==> src/common/canny_pkg.sv <==
package canny_pkg;

	// image geometry
	localparam int IMG_DIM    = 20;
	localparam int PIX_W      = 5;
	localparam int TOTAL_PIX  = IMG_DIM * IMG_DIM;
	localparam int LOAD_LANES = 5;

	typedef logic [PIX_W-1:0] pixel_t;

	// raster address into either store
	typedef logic [8:0] pix_index_t;

	// one column of three vertically adjacent pixels
	typedef struct packed {
		pixel_t top;
		pixel_t mid;
		pixel_t bot;
	} column_t;

	// five pixels per load cycle with lane0 first in raster order
	typedef struct packed {
		pixel_t lane0;
		pixel_t lane1;
		pixel_t lane2;
		pixel_t lane3;
		pixel_t lane4;
	} load_word_t;

	typedef enum logic [1:0] {
		PASS_MEDIAN,
		PASS_SOBEL,
		PASS_HYSTER
	} pass_t;

endpackage

==> src/source/hyster_window.sv <==
module hyster_window
	import canny_pkg::*;
#(
	parameter int HIGH_TH = 12,
	parameter int LOW_TH  = 6
) (
	input  logic    clk,
	input  logic    reset,
	input  logic    row_start,
	input  logic    col_valid,
	input  column_t column,
	output logic    edge_out,
	output logic    out_valid
);

	column_t    left_col;
	column_t    mid_col;
	logic [1:0] fill;
	logic       strong_nbr;
	logic       edge_bit;

	// any of the eight neighbors of the center pixel is strong
	assign strong_nbr = (left_col.top >= pixel_t'(HIGH_TH)) || (left_col.mid >= pixel_t'(HIGH_TH))
		|| (left_col.bot >= pixel_t'(HIGH_TH)) || (mid_col.top >= pixel_t'(HIGH_TH))
		|| (mid_col.bot >= pixel_t'(HIGH_TH)) || (column.top >= pixel_t'(HIGH_TH))
		|| (column.mid >= pixel_t'(HIGH_TH)) || (column.bot >= pixel_t'(HIGH_TH));

	// strong center, or weak center touching a strong one
	assign edge_bit = (mid_col.mid >= pixel_t'(HIGH_TH))
		|| ((mid_col.mid >= pixel_t'(LOW_TH)) && strong_nbr);

	always_ff @(posedge clk) begin
		if (col_valid) begin
			left_col <= mid_col;
			mid_col  <= column;
		end
	end

	always_ff @(posedge clk) begin
		if (reset || row_start) begin
			fill      <= '0;
			out_valid <= 1'b0;
			edge_out  <= 1'b0;
		end else begin
			out_valid <= col_valid && (fill == 2'd2);
			edge_out  <= col_valid && (fill == 2'd2) && edge_bit;
			if (col_valid && fill != 2'd2) begin
				fill <= fill + 2'd1;
			end
		end
	end

endmodule

==> config.mk <==
export PLATFORM = sky130hd
export DESIGN_NAME = hyster_window
export DESIGN_NICKNAME = d
export VERILOG_FILES = /design/src/common/canny_pkg.sv /design/src/source/hyster_window.sv
export SDC_FILE = /design/constraint.sdc
export NUM_CORES = 1
export LEC_CHECK = 0
export BUFFER_PORTS_ARGS = -buffer_cell sky130_fd_sc_hd__buf_2
export CAP_MARGIN = 40
export CORE_UTILIZATION = 52
export CTS_CLUSTER_DIAMETER = 150
export CTS_CLUSTER_SIZE = 16
export DETAILED_ROUTE_END_ITERATION = 8
export PLACE_DENSITY_LB_ADDON = 0.12
export SKIP_LAST_GASP = 1
export SLEW_MARGIN = 20
export SYNTH_ARGS = -nofsm -noshare
export SYNTH_HDL_FRONTEND = slang
export SYNTH_SLANG_ARGS = --single-unit
==> constraint.sdc <==
create_clock -name clk -period 2.5 [get_ports clk]
set_clock_uncertainty 0.05 [all_clocks]
set_input_delay 0.125 -clock clk [delete_from_list [all_inputs] [get_ports clk]]
set_output_delay 0.125 -clock clk [all_outputs]
set_load 0.05 [all_outputs]
; Word level (Yosys, flattened, before mapping)
; Cells that the tools add are included.
[classes]
reduce_logical = 13
add_sub_neg = 1
order_cmp = 10
eq_ne = 2
[op_table]
columns = operator, count
row1 = $ge A5 B4 Y1 const B, 9
row2 = $logic_or A1 B1 Y1, 9
row3 = $ge A5 B3 Y1 const B, 1
row4 = $logic_and A1 B1 Y1, 4
row5 = $add A2 B1 Y2 const B, 1
row6 = $eq A2 B2 Y1 const B, 1
row7 = $ne A2 B2 Y1 const B, 1
[word_totals]
word_cells = 35
input_bits = 19
out_inout_bits = 2
ff_bits = 34

; Depth between registers and ports, before layout
[depth]
depth_word = 11
depth_mapped = 6
ltp_nobuf = 6

; Worst setup path before layout
; Ideal clock, no wire load.
[synth_timing]
path_type = reg-to-reg
from = register fill[0]
to = register fill[1]
t_required_ps = 2347
synth_period_minus_slack_ps = 1279
stages_incl_launch_ff = 6
slack_ps = 1221
arrival_ps = 1125
setup_ps = 103
path_buffers = 0
cell_sequence = dfxtp_1 -> inv_1 -> ha_1 -> and2b_2 -> nor2_1 -> a2111oi_2
[synth_between]
elab_chain_len = 2
[synth_lines]
columns = item, line
row1 = "start, declared", hyster_window.sv:18  ; logic [1:0] fill;
row2 = "start signal, assigned", hyster_window.sv:48  ; fill <= fill + 2'd1;
row3 = branches (longest 2 deep; another with $add A2 B1 Y2), n/a
; Parallel ways; which one is timed is not known.
; A chain may end at the register's enable or synchronous reset.

; Final worst setup path
; Ends and elaborated chain as after synthesis.

==> metrics.md <==
| Metric | Value |
|---|---|
| Result of the run | complete, no violations |
| Die X-Extent | 41.6 um |
| Global-route wire length before repair | 2240 um |
| # setup viols final | 0 |
| Initial core utilization | a little under 60% |
| Startpoint of the most critical hold path | col_valid |
| Post-synthesis share of cell area spent on xor and xnor gates | around 1.1% |
| Share of the synthesized area in the top cell type | 69.9% |
| Per-instance average area after synthesis | roughly 18 sq um |
| Share of synthesized area spent on multiplexers | 0% |
| Total nets after synthesis | 65 |
| List of most frequent post-synthesis cells | 19 x sky130_fd_sc_hd__edfxtp_1, 4 x sky130_fd_sc_hd__a22oi_1, 4 x sky130_fd_sc_hd__dfxtp_1, 3 x sky130_fd_sc_hd__nand2_1 |
| Most numerous cell in the Yosys netlist | sky130_fd_sc_hd__edfxtp_1 |
| Clock network latency to the later pin of the worst-skew pair | 0.32 ns |
| Number of maximum-capacitance violations | 0 |
| Via count of the first global-routing pass | slightly above 500 |
| Area fraction in and, or, nand and nor cells after synthesis | a little over a tenth |
| Minimum clock period | around 1.9 ns |
| Average detailed-routed wire length per instance | roughly 14 um |
| Setup repair bufs after CTS | 0 |
| Proportion of layout cells with a drive suffix above 1 | 31.2% |
| Number of buffers added by the clock tree synthesis step | 3 |
| Crit-path max FO | 3 |
| Number of input and output port buffers inserted | 15 |
| Dominant combinational cell family by area after synthesis | simple AND/OR/NAND/NOR gates |
| Crit start category | flip-flop |
| Vias | roughly 490 |
| Mapped Cells | 45 |
| Slack of the worst reg-to-reg path | 0.57 ns |
| Clock Root Buffer | sky130_fd_sc_hd__clkbuf_4 |
| Area inside the core boundary | about 1400 sq um |
| Worst hold stages | 1 |
| Total congestion overflow after global routing | 0 |
| Number of nets in the layout | between 90 and 100 |
| Vertical extent of the die | approximately 42 um |
| Post-route fraction of the period consumed by the critical path | about 77% |
| Hold slack | a little over 0.2 ns |
| First DRT Iteration DRCs | 8 |
| Remaining routing DRC violations | 0 |
| Synth area leaders | sky130_fd_sc_hd__edfxtp_1 70%, sky130_fd_sc_hd__dfxtp_1 9.8%, sky130_fd_sc_hd__a22oi_1 3.7% |
| Worst Reg-to-Reg Cells | 6 |
| H-Tree Depth | 1 |
| Number of hold-slack violations in the final timing report | 0 |
| Actual slew at the worst max-slew pin | 0.424 ns |
| FF-to-FF End | fill[1]$_SDFFE_PP0P_ |
| Synth Flop Type | sky130_fd_sc_hd__edfxtp_1 |
| Number of pins with negative max-slew slack in the final report | 0 |
| Sequential fraction of the synthesis area | roughly four fifths |
| Antenna diode instance count | 0 |
| Fraction of registers with async set/reset | 0% |
| Leakage power | about 0.4 nW |
| Cell type contributing the most total cell area after synthesis | sky130_fd_sc_hd__edfxtp_1 |
| Number of placed I/O pins | 21 |
| Complex-gate fraction of the synthesized area | under 10% |
| Arrival time at the worst endpoint | around 2.2 ns |
| Crit Reg-Reg Startpoint | fill[0]$_SDFFE_PP0P_ |
| Post-Syn Area | ~820 sq um |
| Unrepaired setup endpoints after global routing | no |
| Final sum of negative setup slack | 0 ns |
| Count of different cell masters after synthesis | 17 |
| Synth Register Bits | 23 |
| Max-slew headroom at the worst pin | between 70% and 80% |
| Post-Place Worst Slack | between 1 and 1.5 ns |
| Clock sink count | 23 |
| Global-route usage over all layers | a little under a fifth |
| Launch point of the worst path | fill[0]$_SDFFE_PP0P_ |
| Num rows | 13 |
| Warnings, synthesis | 0 |
| Final design utilization | approximately 77% |
| Class of the most critical hold timing path | in -> reg |
| Power density normalized to cell area | 640 nW/um^2 |
| Crit path capture type | flip-flop |
| Crit path kind | reg -> reg |
| Clock slew seen by the registers of the worst setup and hold paths | between 0.1 and 0.15 ns |
| Worst hold endpoint | mid_col[3]$_DFFE_PP_ |
| Antenna violation net count after detailed routing | 0 |
| Total design power | between 600 and 700 uW |
| Synth Area in Adders | about 1.5% |
| Number of enable-type register cells in the synthesized netlist | 19 |
| Area Growth Syn to Fin | 31.1% |
| Total Routed Length | about 1300 um |
| Bufs on Longest Clock Path | 2 |
| Clock tree from TritonCTS | built |
| Worst vdd rail ir drop | roughly 0.47 mV |
| First-pass DRT Iterations | 4 |
| Data required time at the worst endpoint | 2.73 ns |
| Die Area | around 1700 sq um |
| Via density per instance | between 5 and 6 |
| Pin count of the biggest net entering global routing | 22 |
| Worst Slack Setup Final | 0.571 ns |
| Antenna violations before repair | 0 |
| Resized cells post-CTS | 0 |
| Final estimated routing congestion in global placement | ~0.65 |
| Fmax | between 0.5 and 0.6 GHz |
| Dpl hpwl | slightly below 800 um |
[state kept, by name, summed over array words and instances (netlist names)]
signal,count
edge_out,1
left_col,9
mid_col,10
out_valid,1
fill,2
[kinds of logic after synthesis]
family / count (synthesis)
DFF: 23
xor gates and xnor gates: 1
adders and majority gates: 1
and+or+nand+nor: 13
AOI/OAI and AO/OA: 6
buffers and inverters: 1
[power by group]
group | internal [mW] | leakage [nW] | switching [mW]
Clock | 0.0611 | 0.0139 | 0.113
Sequential | 0.444 | 0.218 | 0.0119
Combinational | 0.0300 | 0.165 | 0.0241
Total | 0.535 | 0.397 | 0.149
[how the worst max path moves through the flow]
| stage | endpoint | slack (ns) | cells after the start |
|---|---|---|---|
| 6_report | fill[1]$_SDFFE_PP0P_ | 0.57 | 6 |
| 5_1_grt | fill[1]$_SDFFE_PP0P_ | 0.46 | 6 |
| 4_1_cts | fill[1]$_SDFFE_PP0P_ | 0.59 | 6 |
| 3_5_place_dp | fill[1]$_SDFFE_PP0P_ | 1.15 | 5 |
| 3_3_place_gp | fill[1]$_SDFFE_PP0P_ | 1.17 | 5 |
| 2_1_floorplan | fill[1]$_SDFFE_PP0P_ | 1.22 | 5 |
[cell type report]
class                   instances  area, sq um
clock inverters                 1         7.51
repair buffers                 28          205
flip-flops and latches         23          651
inverters                       1         3.75
well taps                      15         18.8
fillers                        78          313
multi-input cells              21          161
clock buffers                   3         22.5
[metal layers]
| metal | wire (um) | global-route usage (%) | share of wire (%) |
|---|---|---|---|
| met1 | 580 | 22.2 | 44 |
| met2 | 673 | 29.4 | 51 |
| met3 | 68 | 8.26 | 5.1 |
| met4 | 7 | 3.87 | 0.53 |
| met5 | 0 | 0 | 0 |
[per-stage QoR]
| step | instances | area, sq um |
|---|---|---|
| after floorplan | 45 | 816 |
| after global placement | 75 | 910 |
| after detailed placement | 75 | 910 |
| after CTS | 92 | 1070 |
| after global routing | 92 | 1070 |
| final | 92 | 1070 |
[critical path: stages (launching register included)]
cell                            delay, ns
sky130_fd_sc_hd__dfxtp_1             0.37
sky130_fd_sc_hd__inv_1               0.05
sky130_fd_sc_hd__ha_1                0.19
sky130_fd_sc_hd__and2b_2             0.25
sky130_fd_sc_hd__nor2_1              0.06
sky130_fd_sc_hd__a2111oi_2           0.32
sky130_fd_sc_hd__dlygate4sd3_1       0.59
[layout by cell type (no fill, tap or decap), types with 2 or more instances in the layout]
| cell type | instances |
|---|---|
| sky130_fd_sc_hd__a22oi_1 | 4 |
| sky130_fd_sc_hd__buf_2 | 15 |
| sky130_fd_sc_hd__clkbuf_4 | 3 |
| sky130_fd_sc_hd__dfxtp_1 | 4 |
| sky130_fd_sc_hd__dlygate4sd3_1 | 13 |
| sky130_fd_sc_hd__edfxtp_1 | 19 |
| sky130_fd_sc_hd__nand2_1 | 3 |
| sky130_fd_sc_hd__nand3_1 | 2 |
| sky130_fd_sc_hd__nor4_2 | 2 |
[repair_timing]
action | CTS | global route
hold buffers | 13 | 0
endpoints found under the hold margin | 13 | 0
setup endpoints to repair | 0 | 0
(Power assumes the default switching activity.)
