$ cat src/common/canny_pkg.sv
package canny_pkg;

	// image geometry
	localparam int IMG_DIM    = 20;
	localparam int PIX_W      = 5;
	localparam int TOTAL_PIX  = IMG_DIM * IMG_DIM;
	localparam int LOAD_LANES = 5;

	typedef logic [PIX_W-1:0] pixel_t;

	// raster address into either store
	typedef logic [8:0] pix_index_t;

	// one column of three vertically adjacent pixels
	typedef struct packed {
		pixel_t top;
		pixel_t mid;
		pixel_t bot;
	} column_t;

	// five pixels per load cycle with lane0 first in raster order
	typedef struct packed {
		pixel_t lane0;
		pixel_t lane1;
		pixel_t lane2;
		pixel_t lane3;
		pixel_t lane4;
	} load_word_t;

	typedef enum logic [1:0] {
		PASS_MEDIAN,
		PASS_SOBEL,
		PASS_HYSTER
	} pass_t;

endpackage

$ cat src/source/median3x3.sv
module median3x3
	import canny_pkg::*;
(
	input  logic    clk,
	input  logic    reset,
	input  logic    row_start,
	input  logic    col_valid,
	input  column_t column,
	output pixel_t  pixel,
	output logic    out_valid
);

	// pruned 19-stage exchange network leaving the median in slot 4
	localparam int N_CMP = 19;
	localparam int CMP_LO [N_CMP] = '{1, 4, 7, 0, 3, 6, 1, 4, 7, 0, 5, 4, 3, 1, 2, 4, 4, 6, 4};
	localparam int CMP_HI [N_CMP] = '{2, 5, 8, 1, 4, 7, 2, 5, 8, 3, 8, 7, 6, 4, 5, 7, 2, 4, 2};

	// older columns; the incoming column is the right edge of the window
	column_t    left_col;
	column_t    mid_col;
	logic [1:0] fill;
	pixel_t     median;

	always_comb begin
		pixel_t net [9];
		net = '{left_col.top, left_col.mid, left_col.bot,
			mid_col.top, mid_col.mid, mid_col.bot,
			column.top, column.mid, column.bot};
		for (int k = 0; k < N_CMP; k++) begin
			if (net[CMP_LO[k]] > net[CMP_HI[k]]) begin
				{net[CMP_LO[k]], net[CMP_HI[k]]} = {net[CMP_HI[k]], net[CMP_LO[k]]};
			end
		end
		median = net[4];
	end

	// shift in a column on every accepted strobe
	always_ff @(posedge clk) begin
		if (col_valid) begin
			left_col <= mid_col;
			mid_col  <= column;
		end
		if (col_valid && fill == 2'd2) begin
			pixel <= median;
		end
	end

	always_ff @(posedge clk) begin
		if (reset || row_start) begin
			fill      <= '0;
			out_valid <= 1'b0;
		end else begin
			out_valid <= col_valid && (fill == 2'd2);
			if (col_valid && fill != 2'd2) begin
				fill <= fill + 2'd1;
			end
		end
	end

endmodule

$ cat config.mk
export PLATFORM = sky130hd
export DESIGN_NAME = median3x3
export DESIGN_NICKNAME = d
export VERILOG_FILES = /design/src/common/canny_pkg.sv /design/src/source/median3x3.sv
export SDC_FILE = /design/constraint.sdc
export NUM_CORES = 1
export LEC_CHECK = 0
export BUFFER_PORTS_ARGS = -buffer_cell sky130_fd_sc_hd__buf_4
export CORE_MARGIN = 2
export CORE_UTILIZATION = 28
export CTS_CLUSTER_DIAMETER = 40
export DETAILED_ROUTE_END_ITERATION = 10
export PLACE_DENSITY = 0.39
export RECOVER_POWER = 100
export SYNTH_ARGS = -nofsm -noshare
export SYNTH_HDL_FRONTEND = slang
export SYNTH_SLANG_ARGS = --single-unit
$ cat constraint.sdc
create_clock -name clk -period 19.9 [get_ports clk]
set_clock_uncertainty 0.1 [all_clocks]
set_input_delay 3.98 -clock clk [delete_from_list [all_inputs] [get_ports clk]]
set_output_delay 3.98 -clock clk [all_outputs]
set_load 0.01 [all_outputs]
Word-level counts from Yosys, hierarchy flattened. Index checks and enable logic that the tools add are counted.

Flip-flop bits (word level): 38.

Multiplexer cells: 21. $add $sub $neg: 1. Reduce and logical (&&, ||, !) cells: 3. Order comparisons: 19. Equal/unequal tests: 2.

Operators by type and width (number): 5-bit greater-than comparator (19); 10-bit 2-to-1 mux (9); 5-bit 2-to-1 mux (12); 2-bit by 1-bit adder with 2-bit output, second input constant (1); 2-bit == test, second input constant (1); 1-bit logical AND (2); 2-bit != test, second input constant (1); 1-bit logical OR (1).

Depth between registers and ports, before layout. Gate-level depths: netlist of run 1.

Depth in word-level cells: 18. Gate-level depth with buffers: 74. Gate-level depth less buffers: 69.

Least setup slack after synthesis of run 1. No wires, ideal clock.

Path kind: input-to-reg. Start point: input column[3] (netlist bit). End point: register pixel[3] (data pin). Path buffers: 4. Data required time: 19.633 ns. Setup slack: 2.727 ns. Setup time: 0.167 ns. Arrival time: 16.905 ns. Cell stages on the path: 69. Cell sequence: inv_1 ha_1 nand3_1 o221a_2 nor2_4 buf_4 nand2_1 nand2_1 inv_1 ha_1 nor2b_1 o31ai_2 a21oi_2 buf_2 buf_1 mux2_2 ha_1 and3_1 (+33 left out) ha_1 nor2b_1 o21a_1 o21a_1 o21ai_0 a22oi_1 nand2_1 o21ai_1 ha_1 nor2b_1 o21a_1 o21a_1 o21a_1 o22ai_1 nor2_1 o32ai_1 o31ai_1 a211oi_1.

Word-level cells in the longest chain between the ends: 18.

Ends and longest elaborated chain: start: declaration (RTL line median3x3.sv:8) `input column_t column,`; 5-bit greater-than comparator (RTL line median3x3.sv:30) `if (net[CMP_LO[k]] > net[CMP_HI[k]]) begin`; 10-bit 2-to-1 mux (*) (RTL line median3x3.sv:30); 5-bit greater-than comparator (RTL line median3x3.sv:30); 10-bit 2-to-1 mux (RTL line median3x3.sv:30); 5-bit greater-than comparator (RTL line median3x3.sv:30); 10-bit 2-to-1 mux (RTL line median3x3.sv:30); 5-bit greater-than comparator (RTL line median3x3.sv:30); 5-bit 2-to-1 mux (RTL line median3x3.sv:30); (+3 left out); 5-bit 2-to-1 mux (RTL line median3x3.sv:30); 5-bit greater-than comparator (RTL line median3x3.sv:30); 5-bit 2-to-1 mux (RTL line median3x3.sv:30); 5-bit greater-than comparator (RTL line median3x3.sv:30); 5-bit 2-to-1 mux (RTL line median3x3.sv:30); 5-bit greater-than comparator (RTL line median3x3.sv:30); 5-bit 2-to-1 mux (*) (RTL line median3x3.sv:30); named net median[3] (RTL line median3x3.sv:22) `pixel_t median;`; end signal: assignment (RTL line median3x3.sv:44) `pixel <= median;`; end: declaration (RTL line median3x3.sv:9) `output pixel_t pixel,`.

Mark *: on every way through the listed nets, which the timed path passes. The rest lies on a longest branch. A chain may end at the register's enable or synchronous reset.

Final worst setup path of run 1.
Start point: input column[7] (netlist bit). End point: register pixel[0] (data pin).

Same word-level chain as after synthesis.

==> results of run 1 <==
-- layout make-up --
| cell class | count | area, sq um |
|---|---|---|
| fill | 2407 | 15500 |
| multi-input combinational | 698 | 5060 |
| sequential | 38 | 1110 |
| tap | 285 | 357 |
| inverter | 57 | 214 |
| timing repair buffer | 26 | 131 |
| clock buffer | 5 | 125 |
| clock inverter | 3 | 68.8 |
-- sequential cells by signal, indices dropped and copies added, names as in the netlist --
name / flops
out_valid: 1
mid_col: 15
fill: 2
pixel: 5
left_col: 15
-- layout by cell type, fill, tap and decap left out, types with 6 or more instances in the layout --
cell type	instances
a21o_1	13
a21oi_1	51
a221o_1	10
a31oi_1	6
and2_1	9
and3_1	19
buf_4	9
clkbuf_1	17
edfxtp_1	35
ha_1	96
inv_1	57
mux2_2	8
mux2i_1	39
nand2_1	65
nand3_1	40
nor2_1	68
nor2b_1	14
nor3_1	21
o2111ai_1	6
o21a_1	29
o21ai_0	43
o21ai_1	13
o21ai_2	6
o21bai_1	7
o221ai_1	6
o22ai_1	13
or2_2	9
or3_1	6
-- worst max-delay path: cells and delay by family --
kind / cells / cell delay [ns]
fa+ha+maj: 9 / 2.70
buf+inv: 4 / 0.56
compound gates: 34 / 7.83
simple gates: 14 / 2.66
mux: 3 / 0.83
-- metrics by stage --
stage / instance area, sq um / worst slack (ns) / hold WS [ns]
floorplan: 6430 / 2.73 / 0.370
global placement: 6900 / 0.698 / 0.387
detailed placement: 6900 / 0.337 / 0.412
CTS: 7100 / 0.591 / 0.419
global route: 7060 / 0.0294 / 0.459
finish: 7060 / 1.23 / 0.416
-- logic make-up after synthesis --
| group | synth area share |
|---|---|
| AND/OR/NAND/NOR | 0.220 |
| AO/OA/AOI/OAI | 0.299 |
| adder cells (fa/ha/maj) | 0.187 |
| buffers and inverters | 0.0453 |
| multiplexers | 0.0747 |
| flip-flops | 0.173 |
| XOR/XNOR | 0.00136 |
-- path summary, 6_finish.rpt --
check        cells after the start  slack [ns]                  from                   end
max                             64        1.23             column[7]    pixel[0]$_DFFE_PP_
max reg2reg                     63        4.46  mid_col[3]$_DFFE_PP_    pixel[0]$_DFFE_PP_
min                              2        0.42  fill[1]$_SDFFE_PP0P_  fill[1]$_SDFFE_PP0P_
min reg2reg                      2        0.42  fill[1]$_SDFFE_PP0P_  fill[1]$_SDFFE_PP0P_
-- repair_timing --
item                                    CTS  global route
endpoints found under the hold margin     0             0
gates resized for setup                   0             6
endpoints found under the setup margin    0             5
-- layer usage --
layer / track usage / wire length [um]
met4: 0.0406 / 344
met5: 0 / 0
met3: 0.0186 / 1070
met2: 0.309 / 10300
met1: 0.251 / 10300
==> run summary, run 1 <==
Remaining number of nets flagged by the antenna check after routing - 0
TNS Setup - 0 ns
TritonCTS clock tree - done
Initial antenna violation count - 0
Chip Width - 156 um
Total clock sinks - 38
Share of the clock period used by the worst path - 0.938
Maximum clock frequency - 53.6 MHz
Number of nets in the final layout - 941
Number of warnings printed during yosys synthesis - 0
Number of CTS-inserted buffers - 5
Number of violations reported at the end of detailed-routing iteration 0 - 462
Pre-Repair DR Iteration Count - 5
Maximum number of pins on one net before global-route repair - 33
Share of the synthesized area in the top cell type - 0.187
CP max-delay cell - a22oi_1
Number of primary I/O pins - 25
Maximum fanout along the worst path - 21
Gr ovfl total - 0
Placed Instances - 1104
Number of antenna cells inserted - 0
Count of endpoints failing setup in the final report - 0
Count of buffers added by post-CTS timing repair for setup - 0
Total wire length after detailed routing - 22.0 mm
Full die area - 24200 sq um
Fraction of the yosys area taken by sequential cells - 0.173
Total core area - 22600 sq um
Cell type with the largest total area after synthesis - ha_1
Post-synth EDFFs - 35
Actual slew at the worst max-slew pin - 1.96 ns
Flop and latch count out of synthesis - 38
Vert. Die Dim - 156 um
DRC - 0
Min Tclk post-route - 18.67 ns
Count of distinct cell types in the synthesized netlist - 78
Wirelength per Cell - 19.8 um
Vias in the first global route - 6126
Maximum buffer depth of the clock tree - 2
Synthesized area per cell - 7.96 sq um
Headroom to the max-slew limit - -0.304
# rows - 55
Number of hold-slack violations in the final timing report - 0
Layout cell share with drive strength beyond 1 - 0.0919
Worst setup SP type - input port
Share of flip-flops with an asynchronous set or reset after synthesis - 0
Worst skew pair latency - 0.29 ns
Count of input and output buffers - 24
CTS Root Cell - clkbuf_16
Max-cap violations - 1
Cell count after synthesis - 808
Via-to-Cell Ratio - 5.71
Initial core utilization - 0.285
Kind of path behind the tightest hold check - register to register
Status - finished with violations
First-pass GRT wire length - 34.3 mm
Violations in the final reports - max-capacitance violations, max-slew violations
Critical path data required time - 19.83 ns
H-tree depth reported by CTS - 2
Data arrival time of the critical path - 18.60 ns
Synth top area cells - ha_1 (19%), edfxtp_1 (16%), mux2i_1 (6.1%), a21oi_1 (4.0%), nor2_1 (4.0%)
Number of standard cells in the layout, taps in and fillers out - 1112
Netlist area before placement - 6430 sq um
Clock transition at path regs - 0.06 ns
Count leader, synth - ha_1
Critical setup path kind - input port to register
Type of element capturing the critical path - register
Detailed-placement wirelength estimate - 18.3 mm
Slew Viols, Final - 33
Area growth, synth to finish - 9.85%
List of most frequent post-synthesis cells - ha_1 (96), nor2_1 (68), nand2_1 (65)
Global routing usage summed across all routing layers - 0.182
Post-layout utilization of the core - 0.313
Hold-fix buffer count after cts - 0
Global placer's final weighted congestion - 0.882
Synthesized net count - 923
Slowest Stage Delay on Critical Path - 0.47 ns
Most used flip-flop cell after synthesis - edfxtp_1
RSZ-0062 raised after global routing - no
Via count - 6348
Power of run 1 is not shown: default switching activity piles up to over one toggle a cycle in this logic, so the estimate is an artifact.
==> inputs of run 2 (changes only) <==
--- a/config.mk
+++ b/config.mk
@@ -12,6 +12,7 @@
 export DETAILED_ROUTE_END_ITERATION = 10
 export PLACE_DENSITY = 0.39
 export RECOVER_POWER = 100
+export REMOVE_ABC_BUFFERS = 1
 export SYNTH_ARGS = -nofsm -noshare
 export SYNTH_HDL_FRONTEND = slang
 export SYNTH_SLANG_ARGS = --single-unit
==> run 2 against run 1 <==
Effect of this change:
- the run still ends with max-capacitance violations, max-slew violations left
- cell area rose by 0.12%
- register-to-register slack got worse by 0.24 ns
- sequential share of layout area barely moved
- setup slack got worse by 0.038 ns
- utilization barely moved
- via count fell by 0.99%
- highest routed layer unchanged
==> run summary, run 2 (synthesized netlist as in run 1, its figures left out) <==
Detailed-placement wirelength estimate - 18.2 mm
Layout cell share with drive strength beyond 1 - 0.0942
Wirelength per Cell - 19.6 um
CTS Root Cell - clkbuf_16
First-pass GRT wire length - 34.3 mm
Cell class contributing the biggest share of worst-path delay - compound AO/OA/AOI/OAI gates
Maximum fanout along the worst path - 17
Via count - 6285
Commonest non-fill, non-tap cell in the layout - ha_1
Gr ovfl total - 0
Maximum number of pins on one net before global-route repair - 33
Violations in the final reports - max-capacitance violations, max-slew violations
FF-to-FF path depth - 63
Number of nets in the final layout - 942
Worst skew pair latency - 0.29 ns
R2r setup slk - 4.22 ns
Global routing usage summed across all routing layers - 0.182
Remaining number of nets flagged by the antenna check after routing - 0
TritonCTS clock tree - done
Total wire length after detailed routing - 21.8 mm
Clock transition at path regs - 0.06 ns
Chip Width - 156 um
Initial core utilization - 0.285
Worst r2r dst - pixel[3]$_DFFE_PP_
Full die area - 24200 sq um
H-tree depth reported by CTS - 2
Vias in the first global route - 6080
Critical path data required time - 19.90 ns
Data arrival time of the critical path - 18.72 ns
Setup slack at placement - 0.306 ns
Number of antenna cells inserted - 0
Fill cell count - 2399
Max-cap violations - 1
Cell count of the worst hold path - 2
Hold-fix buffer count after cts - 0
Via-to-Cell Ratio - 5.65
Multi-input gate area - 5050 sq um
Number of primary I/O pins - 25
Number of violations reported at the end of detailed-routing iteration 0 - 433
Endpoint, Worst Hold - fill[1]$_SDFFE_PP0P_
Headroom to the max-slew limit - -0.334
Number of CTS-inserted buffers - 5
Count of endpoints failing setup in the final report - 0
Crit path setup slack, layout - 1.19 ns
# rows - 55
Worst setup SP type - input port
Reg-to-Reg Start - mid_col[3]$_DFFE_PP_
FF/Latch Area - 1110 sq um
Count of input and output buffers - 24
Largest registers ranked by flip-flop count - left_col: 15 flops, mid_col: 15 flops, pixel: 5 flops
Status - finished with violations
Total clock sinks - 38
Slowest Stage Delay on Critical Path - 0.58 ns
Pre-Repair DR Iteration Count - 5
Crit path buffers/inverters - 3
Vert. Die Dim - 156 um
CP max-delay cell - o21ai_0
Global placer's final weighted congestion - 0.893
Min Tclk post-route - 18.71 ns
Most frequent cells in the layout - ha_1 (96), nor2_1 (68), nand2_1 (65), inv_1 (57), a21oi_1 (51)
Count of buffers added by post-CTS timing repair for setup - 0
Share of the clock period used by the worst path - 0.940
Maximum clock frequency - 53.4 MHz
Actual slew at the worst max-slew pin - 2.00 ns
DRC - 0
Initial antenna violation count - 0
Area growth, synth to finish - 9.98%
Worst hold start - fill[1]$_SDFFE_PP0P_
Slew Viols, Final - 33
Most frequent cell on the critical path - ha_1
Maximum buffer depth of the clock tree - 2
Critical setup path kind - input port to register
Total core area - 22600 sq um
Type of element capturing the critical path - register
Kind of path behind the tightest hold check - register to register
Number of hold-slack violations in the final timing report - 0
-- run 2: cell types whose count changed in the layout (fill, tap and decap cells not counted) --
| cell | previous run | this run |
|---|---|---|
| buf_4 | 9 | 12 |
| clkbuf_1 | 17 | 15 |
| o22ai_1 | 13 | 14 |
| o22ai_2 | 2 | 1 |
-- run 2: what timing repair did --
action / in CTS / in global routing
endpoints found under the hold margin: 0 / 0
setup endpoints to repair: 0 / 5
gates resized for setup: 0 / 5
-- run 2: final cells by class --
class	instances	area share
Clock buffer	5	0.0177
Multi-Input combinational cell	698	0.714
Clock inverter	3	0.00973
Sequential cell	38	0.157
Timing Repair Buffer	27	0.0207
Tap cell	285	0.0504
Inverter	57	0.0303
-- run 2: through the flow --
step,hold slack [ns],instance area (sq um),TNS [ns],instances,util
5_1_grt,0.447,7070,-0.00478,1113,0.313
4_1_cts,0.422,7110,0,1113,0.315
3_3_place_gp,0.386,6910,0,1105,0.306
3_5_place_dp,0.413,6910,0,1105,0.306
6_report,0.414,7070,0,1113,0.313
2_1_floorplan,0.370,6350,0,793,-
-- run 2: worst max path at each step --
stage	end	slack [ns]	depth (start not counted)	start
2_1_floorplan	pixel[3]$_DFFE_PP_	2.89	63	column[3]
3_3_place_gp	pixel[3]$_DFFE_PP_	0.59	63	column[3]
3_5_place_dp	pixel[3]$_DFFE_PP_	0.31	62	column[3]
4_1_cts	pixel[3]$_DFFE_PP_	0.55	62	column[3]
5_1_grt	pixel[3]$_DFFE_PP_	-0.005	63	column[3]
6_report	pixel[3]$_DFFE_PP_	1.19	64	column[3]
-- run 2: per-layer routing --
metal | GRT usage | part of all wire | vias up | routed length [um]
met2 | 0.296 | 0.45 | 161 | 9820
met4 | 0.0638 | 0.031 | 0 | 671
met1 | 0.252 | 0.49 | 2969 | 10600
met3 | 0.0189 | 0.032 | 22 | 691
li1 | - | - | 3133 | -
met5 | 0 | 0 | - | 0
-- run 2: worst register-to-register path: cells and delay by family (launching register included) --
kind | cells | cell delay, ns
AO/OA/AOI/OAI | 35 | 8.57
AND/OR/NAND/NOR | 14 | 2.35
buffers and inverters | 2 | 0.41
flip-flops | 1 | 0.53
adder cells (fa/ha/maj) | 9 | 2.62
multiplexers | 3 | 0.91
Power of run 2 is left out for the same reason.
