### config.mk
export PLATFORM = sky130hd
export DESIGN_NAME = sobel_grad
export DESIGN_NICKNAME = d
export VERILOG_FILES = /design/src/common/canny_pkg.sv /design/src/source/sobel_grad.sv
export SDC_FILE = /design/constraint.sdc
export NUM_CORES = 1
export LEC_CHECK = 0
export BUFFER_PORTS_ARGS = -buffer_cell sky130_fd_sc_hd__buf_4
export CAP_MARGIN = 30
export CORE_ASPECT_RATIO = 1.75
export CORE_MARGIN = 2
export CORE_UTILIZATION = 60
export CTS_BUF_LIST = sky130_fd_sc_hd__clkbuf_2
export CTS_CLUSTER_SIZE = 30
export DETAILED_ROUTE_END_ITERATION = 7
export PLACE_DENSITY = 0.79
export SLEW_MARGIN = 15
export SYNTH_ARGS = -nofsm -noshare
export SYNTH_HDL_FRONTEND = slang
export SYNTH_SLANG_ARGS = --single-unit
### constraint.sdc
create_clock -name clk -period 7.2 [get_ports clk]
set_input_delay 1.44 -clock clk [delete_from_list [all_inputs] [get_ports clk]]
set_output_delay 1.44 -clock clk [all_outputs]
set_load 0.01 [all_outputs]
### src/common/canny_pkg.sv
package canny_pkg;

	// image geometry
	localparam int IMG_DIM    = 20;
	localparam int PIX_W      = 5;
	localparam int TOTAL_PIX  = IMG_DIM * IMG_DIM;
	localparam int LOAD_LANES = 5;

	typedef logic [PIX_W-1:0] pixel_t;

	// raster address into either store
	typedef logic [8:0] pix_index_t;

	// one column of three vertically adjacent pixels
	typedef struct packed {
		pixel_t top;
		pixel_t mid;
		pixel_t bot;
	} column_t;

	// five pixels per load cycle with lane0 first in raster order
	typedef struct packed {
		pixel_t lane0;
		pixel_t lane1;
		pixel_t lane2;
		pixel_t lane3;
		pixel_t lane4;
	} load_word_t;

	typedef enum logic [1:0] {
		PASS_MEDIAN,
		PASS_SOBEL,
		PASS_HYSTER
	} pass_t;

endpackage

### src/source/sobel_grad.sv
module sobel_grad
	import canny_pkg::*;
#(
	parameter int SOBEL_SHIFT = 2
) (
	input  logic    clk,
	input  logic    reset,
	input  logic    row_start,
	input  logic    col_valid,
	input  column_t column,
	output pixel_t  pixel,
	output logic    out_valid
);

	column_t    left_col;
	column_t    mid_col;
	logic [1:0] fill;
	logic [6:0] gx_abs;
	logic [6:0] gy_abs;
	logic [7:0] mag;
	logic [7:0] scaled;
	pixel_t     grad;

	// 1-2-1 weighted sum of three pixels
	function automatic logic [6:0] weigh(input pixel_t a, input pixel_t b, input pixel_t c);
		return {2'b00, a} + {1'b0, b, 1'b0} + {2'b00, c};
	endfunction

	function automatic logic [6:0] abs_diff(input logic [6:0] x, input logic [6:0] y);
		return (x > y) ? x - y : y - x;
	endfunction

	// right minus left, bottom minus top
	assign gx_abs = abs_diff(weigh(column.top, column.mid, column.bot),
		weigh(left_col.top, left_col.mid, left_col.bot));
	assign gy_abs = abs_diff(weigh(left_col.bot, mid_col.bot, column.bot),
		weigh(left_col.top, mid_col.top, column.top));

	assign mag    = {1'b0, gx_abs} + {1'b0, gy_abs};
	assign scaled = mag >> SOBEL_SHIFT;
	assign grad   = (scaled > 8'd31) ? 5'd31 : scaled[4:0];

	always_ff @(posedge clk) begin
		if (col_valid) begin
			left_col <= mid_col;
			mid_col  <= column;
		end
		if (col_valid && fill == 2'd2) begin
			pixel <= grad;
		end
	end

	always_ff @(posedge clk) begin
		if (reset || row_start) begin
			fill      <= '0;
			out_valid <= 1'b0;
		end else begin
			out_valid <= col_valid && (fill == 2'd2);
			if (col_valid && fill != 2'd2) begin
				fill <= fill + 2'd1;
			end
		end
	end

endmodule

Word level (Yosys, flattened, before mapping) --
Cells that the tools add are included.
Storage, ports and cells: register bits 38, bits of input ports 19, output and inout port bits 6, logic and storage cells 33
Operators by class: add/subtract/negate cells 14, magnitude comparators 3, equality and inequality tests 2, mux-type cells 2, reductions and logical operators 3
Operators by type and width (count):
- 5-bit by 6-bit adder with 7-bit output | 4
- 7-bit by 5-bit adder with 7-bit output | 4
- 7-bit subtractor | 4
- 7-bit greater-than comparator | 2
- 7-bit 2-to-1 mux | 2
- 7-bit by 7-bit adder with 8-bit output | 1
- 6-bit by 5-bit greater-than comparator with 1-bit output, second input constant | 1
- 2-bit by 1-bit adder with 2-bit output, second input constant | 1
- 2-bit equality test, second input constant | 1
- 1-bit logical AND | 2
- 2-bit != test, second input constant | 1
- 1-bit logical OR | 1

Logic depth before layout (Yosys ltp) --
Gate-level depths: netlist of the first run.
depth after elaboration 6, depth in mapped cells 21, mapped depth without buffers 21

Worst setup path before layout of the first run --
No wires, ideal clock.
kind input -> register, start input column[1] in the netlist's numbering, end register pixel[0], data pin, library setup time 271 ps, arrival 5663 ps, required time 6929 ps, slack 1266 ps, stages on the path 19, buffers on the path 0, cells stage by stage fa_1 > ha_1 > fa_1 > a21o_1 > a21oi_1 > xor2_1 > ha_1 > nand4_1 > or2_4 > and2_4 > a41oi_4 > mux2_2 > ha_1 > nor3b_1 > o21a_1 > nor2_1 > o21ai_0 > a21oi_1 > o21ai_0
Between the ends: word-level cells in the longest chain between the ends 5
Ends and longest elaborated chain:
- start: declaration | RTL line sobel_grad.sv:10 | input column_t column,
- 7-bit by 5-bit adder with 7-bit output | RTL line sobel_grad.sv:26 | return {2'b00, a} + {1'b0, b, 1'b0} + {2'b00, c};
- 7-bit subtractor / 7-bit greater-than comparator (equally long branches) | RTL line sobel_grad.sv:30 | return (x > y) ? x - y : y - x;
- 7-bit 2-to-1 mux | RTL line sobel_grad.sv:30
- 7-bit by 7-bit adder with 8-bit output (*) | RTL line sobel_grad.sv:39 | assign mag = {1'b0, gx_abs} + {1'b0, gy_abs};
- 6-bit by 5-bit greater-than comparator with 1-bit output | RTL line sobel_grad.sv:41 | assign grad = (scaled > 8'd31) ? 5'd31 : scaled[4:0];
- end signal: assignment | RTL line sobel_grad.sv:49 | pixel <= grad;
- end: declaration | RTL line sobel_grad.sv:11 | output pixel_t pixel,
Every way passes the cells marked *; elsewhere a longest branch is shown, timed or not. A chain may end at the register's enable or synchronous reset.

Worst setup path after layout of the first run --
Ends and elaborated chain as after synthesis.

==> results, run 1 <==
- The count of unique library cells instantiated by Yosys is 41.
- The analysis attributes to cell leakage a power of 1.76 nW.
- The CTS tree is built.
- The first detailed-routing pass took 4 iterations.
- In this design, the critical path's most frequently occurring cell is ha_1.
- The cell taking the most area after synthesis is edfxtp_1.
- Counting flops and latches in the post-synthesis netlist gives 38.
- For this run, the total global-route usage over all layers was measured as 23.3%.
- The flow ran to the end, and the final reports show no timing, DRC or antenna violations.
- The number of hold violations in the final report is 0.
- The max-slew violation count is 0.
- Entering global routing, the biggest net connects 33 pins.
- The floorplan die area is 6490 µm².
- The peak clock frequency supported by timing is 162 MHz.
- The headroom to the max-slew limit is 63.8%.
- The cell area that synthesis handed to floorplanning was 3500 µm².
- The deepest level of the CTS H-tree is 2.
- The number of setup buffers added after CTS is 0.
- Yosys printed 0 warnings.
- The number of nets handed over by synthesis was 409.
- The synthesis-to-layout area growth is 8.36%.
- After detailed routing, the average wire length per cell comes to 16.2 µm.
- The kind of path behind the tightest hold check is flip-flop to flip-flop.
- The number of gates resized after CTS was 0.
- The proportion of register bits with asynchronous set or reset after synthesis is 0%.
- The critical path goes through buf_4, fa_1, ha_1, fa_1, a21o_1, a21oi_1, xor2_1, ha_1, nand4_1, or2_4, and2_4, a41oi_4, mux2_2, ha_1, nor3b_1, o21a_1, nor2_1, o21ai_0, a21oi_1, o21ai_0.
- 0 antenna diodes ended up in the layout.
- The placed instances occupy a cell area of 3760 µm².
- Summed over all failing endpoints, the final setup total negative slack is 0 ps.
- The final period demand of the worst path is 6180 ps.
- The sort of element at the start of the critical path is an input pin.
- The synthesized design devotes to its leading area cell type 30.0% of total area.
- The total setup violations reported at the end of the flow is 0.
- The height of the die is 105 µm.
- Across all layers, the routed design uses 2380 vias.
- For this design the ratio of total power to cell area is 489 nW/µm².
- The post-synthesis instance total is 309.
- The net count of the finished layout is 437.
- The number of antenna violations at the first check in global routing is 0.
- The share of the cycle needed by the critical path after routing is 85.8%.
- The category of the most critical setup path is input pin to flip-flop.
- The longest clock path from root to sink contains 2 buffers.
- The clock reaches the later pin of the worst-skew pair after 400 ps.
- The cell family with the largest share of critical-path delay is adder cells.
- Setup repair after global routing left no endpoint under its margin.
- In the synthesized netlist, the cells that appear most often are ha_1, inv_1, edfxtp_1.
- The root buffer cell chosen for the clock tree is clkbuf_2.
- The number of input and output port buffers inserted is 24.
- The master of the slowest instance on the critical path is fa_1.
- The ratio of cells with drive above 1 in the final layout is 12.7%.
- 25 I/O pins were placed.
- The cell area after layout is 3800 µm².
- The clock drives 38 sinks.
- The placed wire-length estimate is 5810 µm.
- For this design, the CTS-stage hold fixing added 0 buffers.
- In the post-synthesis netlist, the cell with the most instances is ha_1.
- After global routing the overflow that remains totals 0.
- The register area share after synthesis is 31.7%.
- The standard cell core area is 5590 µm².
- Counting both buffers and inverters, the worst setup path holds a total of 1.
- After floorplanning, the core was divided into 36 placement rows.
- The worst-path maximum fanout is 8.
- By area the synthesized netlist is led by edfxtp_1, ha_1, fa_1, inv_1, a21oi_1.
- The number of synthesized flops with an enable pin is 35.
- The largest single stage delay on the critical path is 480 ps.
- The worst-margin pin slew is 537 ps.
- The nature of the critical path endpoint is a flip-flop.
- The count of nets left with antenna violations once routing finished came out at 0.
- The critical path required time is 7370 ps.
- For this configuration, the core starts out at a cell density of 62.7%.
- The worst clock skew is 27.4 ps.
- Data arrives at the worst endpoint at 6350 ps.
- Routability-driven placement finished with a final weighted congestion of 0.891.
- Wires add up to 6700 µm.
- The clock-pin transition on the worst setup and hold timing paths is 200 ps.
- After detailed routing, the number of remaining DRC violations is 0.
- For this run, the leading register cell type out of synthesis is edfxtp_1.
- The first global-routing pass estimated 11100 µm of wire.
- A synthesized cell averages 11.3 µm².
- IR analysis of the VDD net gives a maximum drop of 0.000307 V.
- The post-detailed-route via-to-cell ratio is 5.75.
- The final cell utilization of the core is 68.0%.
- The tool flagged a number of max-cap violations equal to 0.
- Clock tree synthesis inserted a total of 5 buffers.
- The overall power consumption is 1.86 mW.
- The via count of the first global-routing pass is 2585.
- For this block, the initial DRC count from the detailed router was 72.
- The die is 61.8 µm wide.
==> routing by layer <==
metal  up-vias  track usage, %  part of all wire (%)  wire length [µm]
li1       1151               -                     -                 -
met1      1157            23.1                    35              2350
met2        51            42.6                    56              3760
met3        21            4.33                   3.3               223
met4         0            11.7                   5.5               367
met5         -               0                     0                 0
==> layout make-up <==
cell class | count | area [µm²]
inverter | 41 | 154
fill | 465 | 1790
clock inverter | 2 | 8.76
multi-input combinational | 227 | 2220
sequential | 38 | 1110
timing repair buffer | 24 | 180
tap | 76 | 95.1
clock buffer | 6 | 30.0
==> through the flow <==
stage | hold slack [ps] | std cells | setup WS [ps]
2_1_floorplan | 400 | 309 | 1270
3_3_place_gp | 402 | 406 | 831
3_5_place_dp | 408 | 406 | 620
4_1_cts | 447 | 414 | 1070
5_1_grt | 454 | 414 | 719
6_report | 433 | 414 | 1020
==> logic make-up after synthesis <==
logic type      share of synthesized area [%]
fa+ha+maj                                34.1
compound gates                           14.3
buf+inv                                  5.00
simple gates                             6.32
flops                                    31.7
xor+xnor                                 6.00
mux                                      2.64
==> worst register-to-register path, cell delays in order (launching register included) <==
cell and delay [ps]:
edfxtp_1 480, fa_1 560, ha_1 170, inv_1 50, fa_1 390, inv_1 70, a21oi_1 60, o21bai_1 150
xor2_1 110, ha_1 460, nand4_1 130, or2_4 280, and2_4 160, a41oi_4 280, mux2_2 380, ha_1 280
nor3b_1 160, o21a_1 180, nor2_1 170, o21ai_0 150, a21oi_1 300, o21ai_0 140
==> final timing paths <==
kind,startpoint,end,slack [ps],cells past startpoint
setup / recovery,column[1],pixel[0],1020,20
hold / removal,mid_col[6],left_col[6],430,0
setup reg to reg,left_col[1],pixel[0],1850,21
hold reg to reg,mid_col[6],left_col[6],430,0
==> power breakdown <==
| group | internal, mW | switching [mW] |
|---|---|---|
| logic | 0.627 | 0.808 |
| registers | 0.316 | 0.0118 |
| clock network | 0.0239 | 0.0699 |
==> registers in the layout, indices dropped and copies added, names as in the netlist <==
| name | cells |
|---|---|
| mid_col | 15 |
| pixel | 5 |
| fill | 2 |
| left_col | 15 |
| out_valid | 1 |
==> layout by cell type (no fill, tap or decap), types with 2 or more instances in the layout <==
cell	count
ha_1	57
clkbuf_2	6
buf_4	24
xor2_1	13
dfxtp_1	3
and2_1	2
fa_1	24
a41oi_4	2
mux2i_1	7
edfxtp_1	35
mux2_2	2
nor3b_1	2
a21oi_1	25
nor2b_1	4
xnor2_1	11
a21o_1	12
o21bai_1	4
nor2_1	4
a31o_2	2
inv_1	41
o21ai_0	13
o211ai_1	2
a22oi_1	2
nand2_1	9
nor3_1	4
nand3_1	5
nand2b_1	3
a31oi_1	3
a221oi_1	2
a21o_2	2
Note: power is estimated with default switching activity, not from simulation.
==> inputs of run 2 (changes only) <==
CORE_UTILIZATION = 58   (was 60)
MAX_ROUTING_LAYER = met4   (was not set)
PLACE_DENSITY = 0.77   (was 0.79)
==> run 2 against run 1 <==
Global-route usage is 0.73 points lower. Critical endpoint is now pixel[3]. Clock skew fell by 4.2 ps. Maximum frequency increased by 1.1%. Clock-buffer cell count is 1 lower. First-iteration DRC count up 21%. Design area increased by 1.5%. Via count down 0.84%.
==> results, run 2 (same netlist as run 1, synthesis figures left out) <==
- The count of buffers added by post-CTS timing repair for setup is 0.
- The critical path in this run is classified as input pin to flip-flop.
- In this run the number of H-tree levels came out at 2.
- The top cell types in the final layout, fill and taps aside, are ha_1, inv_1, edfxtp_1.
- At the pin with the least slew margin, the transition time is 467 ps.
- The count of vias placed by the detailed router is 2360.
- The number of input and output port buffers inserted is 24.
- The standard cell core area is 5880 µm².
- In this run the remaining antenna-violating nets after routing total 0.
- The final period demand of the worst path is 6110 ps.
- The beginning of the worst hold path is mid_col[5].
- STA puts the critical path data arrival time at 6320 ps.
- The effective utilization at floorplan is 59.6%.
- After detailed routing, the total wire length is 6800 µm.
- The synthesis-to-layout area growth is 10.0%.
- The net total in the final layout is 437.
- The antenna diode count is 0.
- Counting instances, the worst hold path has a depth of 0.
- The cell at the root of the clock tree is clkbuf_2.
- In this design, the stage delay of the slowest critical-path cell is 470 ps.
- The hold path endpoint is left_col[5].
- The startpoint of the worst register-to-register path is left_col[1].
- The floorplan row count is 37.
- The floorplan die area is 6700 µm².
- The worst setup slack for register-to-register paths is 1760 ps.
- Routability-driven placement finished with a final weighted congestion of 0.903.
- The die is 107 µm tall.
- STA classifies the critical path endpoint as a flip-flop.
- The post-detailed-route via-to-cell ratio is 5.67.
- The ratio of cells with drive above 1 in the final layout is 13.0%.
- The number of buffers added by the clock tree synthesis step is 5.
- The initial DRC count is 87.
- The largest registers in the layout are left_col x15, mid_col x15, pixel x5.
- The pre-antenna-repair detailed-routing pass consisted of 4 iterations.
- The worst hold path belongs to the class flip-flop to flip-flop.
- For the worst-skew pair, the clock arrives at the later sink with an insertion delay of 420 ps.
- Walking the worst path, the cells encountered are buf_4, fa_1, ha_1, fa_1, a21o_1, a21oi_1, xor2_1, ha_1, nand4_1, or2_4, and2_4, a41oi_4, mux2_2, ha_1, nor3b_1, nor4_1, nor3_1, a21oi_1, xor2_1, nand2_1.
- Counting both buffers and inverters, the worst setup path holds a total of 1.
- The sort of element at the start of the critical path is an input pin.
- The peak clock frequency supported by timing is 164 MHz.
- In the final routed layout, each cell accounts on average for 16.3 µm.
- The run finished with clean final reports.
- By instance count, the cell type seen most on the critical path is ha_1.
- The post-cts repair resize count is 0.
- The total track usage is 22.6%.
- The worst hold margin is 427 ps.
- Setup repair after global routing left no endpoint under its margin.
- TritonCTS built the clock tree.
- The max-slew violation count was 0.
- Across the run, the number of max-cap violations was 0.
- The summed negative setup slack over all endpoints is 0 ps.
- The hold-fix buffer count after cts is 0.
- Headroom to the max-slew limit came out at 68.5%.
- The commonest non-fill, non-tap cell in the layout is ha_1.
- The terminus of the critical flop-to-flop path is pixel[3].
- Setup violations remaining at the end of the flow were counted as 0.
- On the critical path the largest part of the delay comes from adder cells.
- The I/O pin count is 25.
- Clock tree synthesis found a total of 38 sinks.
- The via count of the first global-routing pass is 2493.
- The floorplan step set the die width to 62.8 µm.
- After clock tree synthesis, the clock-pin slew on the worst setup and hold paths is 230 ps.
- In this run the deepest clock path goes through 2 buffers.
- The share of the cycle needed by the critical path after routing is 84.9%.
- The wire length of the first global-routing pass is 11200 µm.
- Entering global routing, the biggest net connects 33 pins.
- The critical path required time is 7410 ps.
- Summed over all layers, the global routing overflow is 0.
- Of all nets on the critical path, the largest fanout is 8.
- The number of antenna violations at the first check in global routing is 0.
- For this run, design rule violations remaining after detail routing come to 0.
- The number of cells traversed by the worst register-to-register path is 21.
- Detailed placement ended at an HPWL of 5640 µm.
- The number of hold violations in the final report is 0.
- The worst clock skew is 23.1 ps.
- The slowest stage of the critical path is the fa_1 cell.
[run 2: final cells by class]
class	instances	area [µm²]
sequential	38	1110
clock inverter	3	68.8
timing repair buffer	24	180
fill	461	2030
inverter	41	154
tap	78	97.6
clock buffer	5	25.0
multi-input combinational	227	2220
[run 2: layer usage]
metal  up-vias  global-route usage [%]  wire [µm]
met1      1143                    21.8       2560
li1       1151                       -          -
met3        14                    2.62        168
met2        52                    44.5       3850
met4         0                    9.05        214
met5         -                       -          0
[run 2: how the worst max path moves through the flow]
stage	from	slack, ps	cells past startpoint	endpoint
after detailed placement	column[1]	670	20	pixel[0]
after global routing	column[1]	840	20	pixel[3]
after CTS	column[1]	1150	20	pixel[0]
after global placement	column[1]	850	20	pixel[0]
after floorplan	column[1]	1270	19	pixel[0]
final	column[1]	1090	20	pixel[3]
[run 2: metrics by stage]
step / instance area, µm² / cells / setup slack, ps / util [%]
global placement: 3760 / 408 / 847 / 63.9
finish: 3850 / 416 / 1090 / 65.5
detailed placement: 3760 / 408 / 669 / 63.9
CTS: 3850 / 416 / 1150 / 65.5
global route: 3850 / 416 / 843 / 65.5
floorplan: 3500 / 309 / 1270 / -
Power of run 2 is left out: the tool's default activity adds up to more than one toggle a clock period on the data nets, which glitch-free logic cannot reach.
